<file path="src/design/mul_cfg_pkg.sv">
`default_nettype none

package mul_cfg_pkg;

    // width of each request operand.
    localparam int OPERAND_WIDTH = 16;

    // full product without truncation.
    localparam int PRODUCT_WIDTH = 2 * OPERAND_WIDTH;

    // enough bits to count one step per operand bit.
    localparam int COUNT_WIDTH = $clog2(OPERAND_WIDTH);

    // counter value seen during the final shift-add.
    localparam logic [COUNT_WIDTH-1:0] LAST_STEP = COUNT_WIDTH'(OPERAND_WIDTH - 1);

endpackage : mul_cfg_pkg

`default_nettype wire

</file>
<file path="src/design/mul_types_pkg.sv">
`default_nettype none

package mul_types_pkg;

    import mul_cfg_pkg::*;

    // 33-bit request word.
    typedef struct packed {
        logic [OPERAND_WIDTH-1:0] a;
        logic [OPERAND_WIDTH-1:0] b;
        logic                     is_signed;  // two's complement operands.
    } mul_req_t;

    // response word.
    typedef struct packed {
        logic [PRODUCT_WIDTH-1:0] product;
    } mul_rsp_t;

    // strobes from the FSM to the datapath.
    typedef struct packed {
        logic load;    // accept edge.
        logic step;    // one shift-add.
        logic finish;  // sign fix and result write.
    } mul_ctrl_t;

endpackage : mul_types_pkg

`default_nettype wire

</file>
<file path="src/design/mul_controller.sv">
`default_nettype none

module mul_controller (
    input  logic                     clk,
    input  logic                     reset,
    input  logic                     valid_src,
    input  logic                     last_step,
    input  logic                     dst_ready,
    output mul_types_pkg::mul_ctrl_t ctrl,
    output logic                     src_ready,
    output logic                     dst_valid
);

    typedef enum logic [1:0] {
        IDLE    = 2'b00,
        RUN     = 2'b01,
        FINISH  = 2'b10,
        PRESENT = 2'b11
    } state_t;

    state_t state;
    state_t next_state;

    always_ff @(posedge clk or negedge reset) begin
        if (!reset) begin
            state <= IDLE;
        end else begin
            state <= next_state;
        end
    end

    always_comb begin
        next_state = state;
        case (state)
            IDLE: begin
                if (valid_src) begin
                    next_state = RUN;  // accept edge.
                end
            end
            RUN: begin
                if (last_step) begin
                    next_state = FINISH;
                end
            end
            FINISH: begin
                next_state = PRESENT;  // always a single cycle.
            end
            PRESENT: begin
                if (dst_ready) begin
                    next_state = IDLE;  // response taken.
                end
            end
            default: begin
                next_state = IDLE;
            end
        endcase
    end

    // load follows valid_src in IDLE and all other outputs are Moore.
    always_comb begin
        ctrl      = '0;
        src_ready = 1'b0;
        dst_valid = 1'b0;
        case (state)
            IDLE: begin
                src_ready = 1'b1;
                ctrl.load = valid_src;
            end
            RUN: begin
                ctrl.step = 1'b1;
            end
            FINISH: begin
                ctrl.finish = 1'b1;
            end
            PRESENT: begin
                dst_valid = 1'b1;
            end
            default: begin
                src_ready = 1'b0;
            end
        endcase
    end

    a_ports_exclusive: assert property (
        @(posedge clk) disable iff (!reset)
        !(src_ready && dst_valid)
    ) else $error("src_ready and dst_valid high together");

    a_finish_presents: assert property (
        @(posedge clk) disable iff (!reset)
        ctrl.finish |=> dst_valid
    ) else $error("finish not followed by dst_valid");

    a_rsp_held: assert property (
        @(posedge clk) disable iff (!reset)
        dst_valid && !dst_ready |=> dst_valid
    ) else $error("dst_valid dropped before the sink took the response");

endmodule : mul_controller

`default_nettype wire

</file>
<file path="src/design/mul_datapath.sv">
`default_nettype none

module mul_datapath (
    input  logic                     clk,
    input  logic                     reset,
    input  mul_types_pkg::mul_req_t  req,
    input  mul_types_pkg::mul_ctrl_t ctrl,
    output logic                     last_step,
    output mul_types_pkg::mul_rsp_t  rsp
);

    import mul_cfg_pkg::*;

    logic [OPERAND_WIDTH-1:0] a_mag;
    logic [OPERAND_WIDTH-1:0] b_mag;
    logic                     neg_in;

    logic [PRODUCT_WIDTH-1:0] mcand;   // multiplicand shifting left.
    logic [OPERAND_WIDTH-1:0] mplier;  // multiplier shifting right.
    logic [PRODUCT_WIDTH-1:0] acc;
    logic                     neg;
    logic [COUNT_WIDTH-1:0]   count;

    // operand magnitudes and product sign of the incoming request.
    always_comb begin
        a_mag  = req.a;
        b_mag  = req.b;
        neg_in = 1'b0;
        if (req.is_signed) begin
            if (req.a[OPERAND_WIDTH-1]) begin
                a_mag = -req.a;  // 16'h8000 stays 32768 unsigned.
            end
            if (req.b[OPERAND_WIDTH-1]) begin
                b_mag = -req.b;
            end
            neg_in = req.a[OPERAND_WIDTH-1] ^ req.b[OPERAND_WIDTH-1];
        end
    end

    always_ff @(posedge clk) begin
        if (ctrl.load) begin
            mcand  <= PRODUCT_WIDTH'(a_mag);
            mplier <= b_mag;
            acc    <= '0;
            neg    <= neg_in;
        end else if (ctrl.step) begin
            if (mplier[0]) begin
                acc <= acc + mcand;
            end
            mcand  <= mcand << 1;
            mplier <= mplier >> 1;
        end
    end

    always_ff @(posedge clk or negedge reset) begin
        if (!reset) begin
            count <= '0;
        end else if (ctrl.load) begin
            count <= '0;
        end else if (ctrl.step) begin
            count <= count + 1'b1;  // wraps to zero after the last step.
        end
    end

    assign last_step = ctrl.step && (count == LAST_STEP);

    // result register held until the next finish.
    always_ff @(posedge clk) begin
        if (ctrl.finish) begin
            if (neg) begin
                rsp.product <= -acc;
            end else begin
                rsp.product <= acc;
            end
        end
    end

    // the FSM must stop stepping once the counter has reached its end.
    a_no_extra_step: assert property (
        @(posedge clk) disable iff (!reset)
        last_step |=> !ctrl.step
    ) else $error("shift-add step issued past the last iteration");

    a_last_then_finish: assert property (
        @(posedge clk) disable iff (!reset)
        last_step |=> ctrl.finish
    ) else $error("finish did not follow the last iteration");

endmodule : mul_datapath

`default_nettype wire

</file>
<file path="src/design/mul_top.sv">
`default_nettype none

module mul_top (
    input  logic                    clk,
    input  logic                    reset,
    input  mul_types_pkg::mul_req_t req,
    input  logic                    valid_src,
    input  logic                    dst_ready,
    output logic                    src_ready,
    output logic                    dst_valid,
    output mul_types_pkg::mul_rsp_t rsp
);

    import mul_types_pkg::*;

    mul_ctrl_t ctrl;
    logic      last_step;  // datapath counter at its end.

    mul_controller u_controller (
        .clk       (clk),
        .reset     (reset),
        .valid_src (valid_src),
        .last_step (last_step),
        .dst_ready (dst_ready),
        .ctrl      (ctrl),
        .src_ready (src_ready),
        .dst_valid (dst_valid)
    );

    mul_datapath u_datapath (
        .clk       (clk),
        .reset     (reset),
        .req       (req),
        .ctrl      (ctrl),
        .last_step (last_step),
        .rsp       (rsp)
    );

endmodule : mul_top

`default_nettype wire

</file>
<file path="config.mk">
export PLATFORM = sky130hd
export DESIGN_NAME = mul_top
export DESIGN_NICKNAME = d
export VERILOG_FILES = /design/src/design/mul_cfg_pkg.sv /design/src/design/mul_types_pkg.sv /design/src/design/mul_controller.sv /design/src/design/mul_datapath.sv /design/src/design/mul_top.sv
export SDC_FILE = /design/constraint.sdc
export NUM_CORES = 1
export LEC_CHECK = 0
export BUFFER_PORTS_ARGS = -buffer_cell sky130_fd_sc_hd__clkbuf_2
export CORE_ASPECT_RATIO = 0.5
export CORE_MARGIN = 4
export CORE_UTILIZATION = 50
export CTS_CLUSTER_SIZE = 24
export DETAILED_ROUTE_END_ITERATION = 8
export GPL_ROUTABILITY_DRIVEN = 1
export PLACE_DENSITY_LB_ADDON = 0.25
export SETUP_SLACK_MARGIN = 0.02
export SYNTH_ARGS = -nofsm -noshare
export SYNTH_HDL_FRONTEND = slang
export SYNTH_SLANG_ARGS = --single-unit
export TNS_END_PERCENT = 50
</file>
<file path="constraint.sdc">
create_clock -name clk -period 3.33 [get_ports clk]
set_input_delay 0.666 -clock clk [delete_from_list [all_inputs] [get_ports clk]]
set_output_delay 0.666 -clock clk [all_outputs]
set_load 0.005 [all_outputs]
</file>
==> results.yml <==
clock_tree:
  cts_buffer_depth: 2
  cts-hold-fix-buffers: 0
  numCtsBuffers: 17
  cts_tree: "built"
  clock-sinks: 119
  htreeDepth: 4
  path_clk_slew_ns: 0.06
  cts_setup_buffers: 0
  cts_root_buf: "clkbuf_16"
  cts_resized: 0
  insertion_delay_ns: 0.42
placement:
  place_ws_ns: 0.465
  numPortBuffers: 70
  dp_hpwl_mm: 12.4
  gp_routability_congestion: 0.994
die:
  initial_core_util_pct: 52.1
  coreArea_mm2: 0.0138
  rows: 30
  die_area_mm2: 0.0165
  die_h_um: 92.9
  fp.dieW_um: 178
  pin_count: 71
routing:
  wirelength_mm: 16.8
  detail-route-antenna-nets: 0
  vias: 5974
  drtIter0Drc: 478
  remaining_drc_errors: 0
  dr.pass1.iters: 5
  detail_route.wl_per_cell_um: 15.8
  avgViaCountPerCell: 5.65
synth:
  synth_top_area_cell: "edfxtp_1"
  ys_ff_latch: 119
  async_reset_ff_share_pct: 5.04
  syn_inst: 786
  synthAdderAreaFrac_pct: 7.05
  synthMostInstantiatedCell: "nand2_1"
  synthDominantCellAreaShare_pct: 27.1
  synth_top_family_by_area: "compound AO/OA/AOI/OAI gates"
  yosys_warnings: 0
  synth-compound-area-share_pct: 18.1
  yosys-top-cells-area: "edfxtp_1, dfxtp_1, xnor2_1"
  synth-edff-count: 65
  syn_avg_cell_area_um2: 9.16
  syn_area_mm2: 0.00720
  synth_commonest_cells: "nand2_1, o21ai_0, edfxtp_1"
  synth_mux_area_share_pct: 2.50
  ys.flop_type: "edfxtp_1"
  synth_xor_xnor_area_share_pct: 10.3
  yosysSeqAreaShare_pct: 42.5
  yosys.area_share.simple_pct: 16.7
  synthDistinctLibCells: 56
  syn_nets: 863
timing:
  finalCritPeriodShare_pct: 87.2
  max_slew.worst_pin.slew_ns: 1.04
  hold_viol_final: 0
  relSlewSlack_pct: 30.7
  drv_slew: 0
  period_minus_slack_ns: 2.91
  finalSetupViolCount: 0
  rsz0062_at_grt: "false"
  timing.fmax_mhz: 344
  finalSetupTns_ns: 0
  fin_skew_ns: 0.0121
  timing.final.ws_setup_ns: 0.425
flow_run:
  cap_viol_max_count: 0
power_and_ir_drop:
  vdd_drop_max_uv: 473
  powerDensity_mw_per_mm2: 933
  p_leak_nw: 3.34
critical_path:
  worstPathMaxFanout: 5
  reg2reg_depth: 8
  crit_path_end_kind: "flip-flop"
  crit_type: "flip-flop to flip-flop"
  arrival_ns: 3.19
  start_kind: "flip-flop"
  cp.required_ns: 3.61
status:
  status: "finished, final reports clean"
global_routing:
  grt_max_degree: 57
  grt_pass1_vias: 5585
  grtUsageTotal_pct: 20.9
  grt_overflow: 0
  grt_pass1_wl_mm: 27.7
  antenna_found_initial: 0
final_layout:
  n_antenna_cell: 0
  synthToLayoutAreaGrowth_pct: 14.8
  final_nets: 930
  fillCellCount: 1242
  drive_gt1_share_pct: 13.5
  utilization_pct: 59.9
worst_hold_path:
  hp-class: "input pin to async pin"
## logic make-up (layout without fill, tap and decap cells)
logic type | count (synthesis) | in the layout
fa+ha+maj | 40 | 40
flops | 119 | 119
xor+xnor | 85 | 85
mux | 18 | 18
simple gates | 257 | 257
buf+inv | 54 | 134
compound gates | 213 | 213
## cells in the final DEF (no fill, tap or decap), types with 16 or more instances in the layout
master | Yosys | routed
mux2i_1 | 18 | 18
xnor2_1 | 57 | 57
nand2_1 | 110 | 109
clkbuf_16 | 0 | 17
edfxtp_1 | 65 | 65
nor2_1 | 59 | 59
ha_1 | 39 | 39
dfxtp_1 | 48 | 48
o21ai_0 | 75 | 75
inv_1 | 23 | 23
xor2_1 | 28 | 28
a21oi_1 | 56 | 56
clkbuf_2 | 0 | 70
nand3_1 | 16 | 16
## area by class of cell
type / count / area [µm²] / share of cell area [%]
multi-input combinational: 613 / 3940 / 47.6
sequential: 119 / 3060 / 37.0
clock buffer: 20 / 447 / 5.40
timing repair buffer: 78 / 410 / 4.96
tap: 192 / 240 / 2.91
inverter: 24 / 90.1 / 1.09
clock inverter: 12 / 80.1 / 0.969
## stage by stage
| step | power, W | area (µm²) | cells | hold slack [ns] |
|---|---|---|---|---|
| floorplan | 0.00511 | 7200 | 786 | 0.370 |
| global placement | 0.00599 | 7740 | 1026 | 0.469 |
| global route | 0.00831 | 8270 | 1058 | 0.0781 |
| detailed placement | 0.00607 | 7740 | 1026 | 0.482 |
| finish | 0.00772 | 8270 | 1058 | 0.0758 |
| CTS | 0.00774 | 8270 | 1058 | 0.0742 |
## metal layers
metal | vias up | GRT usage (%) | part of all wire (%)
li1 | 2993 | - | -
met1 | 2774 | 29.1 | 48
met3 | 23 | 4.85 | 5.8
met5 | - | 0 | 0
met4 | 0 | 5.66 | 1.5
met2 | 184 | 33.0 | 45
## path summary, 6_finish.rpt
path	slack, ns	end	startpoint
setup / recovery	0.42	u_datapath.acc[17]$_SDFFE_PP0P_	u_datapath.mcand[4]$_DFFE_PP_
hold / removal	0.08	u_datapath.count[2]$_DFFE_PN0P_	reset
setup reg to reg	0.42	u_datapath.acc[17]$_SDFFE_PP0P_	u_datapath.mcand[4]$_DFFE_PP_
hold reg to reg	0.49	u_datapath.acc[31]$_SDFFE_PP0P_	u_datapath.acc[31]$_SDFFE_PP0P_
max in group asynchronous	3.10	u_datapath.count[1]$_DFFE_PN0P_	reset
min in group clk	0.49	u_datapath.acc[31]$_SDFFE_PP0P_	u_datapath.acc[31]$_SDFFE_PP0P_
## power by group
group | switching [W] | leakage, nW | internal (W)
Combinational | 0.00199 | 2.00 | 0.00129
Sequential | 0.000437 | 1.09 | 0.00236
Clock | 0.000680 | 0.248 | 0.000964
Total | 0.00311 | 3.34 | 0.00461
## worst max-delay path, stage by stage, from the launching register on
cell,delay (ns)
edfxtp_1,0.39
ha_1,0.36
a211oi_1,0.34
o211ai_1,0.20
a221oi_1,0.42
o221ai_1,0.39
a311oi_1,0.43
xor2_1,0.17
o21ai_1,0.07
## flip-flops by register name (all words and copies together) (netlist names)
name                flops
u_datapath.acc         32
u_datapath.mcand       32
u_datapath.rsp         32
u_datapath.mplier      16
u_datapath.count        4
u_controller.state      2
u_datapath.neg          1
Power figures use the tool's default switching activity.
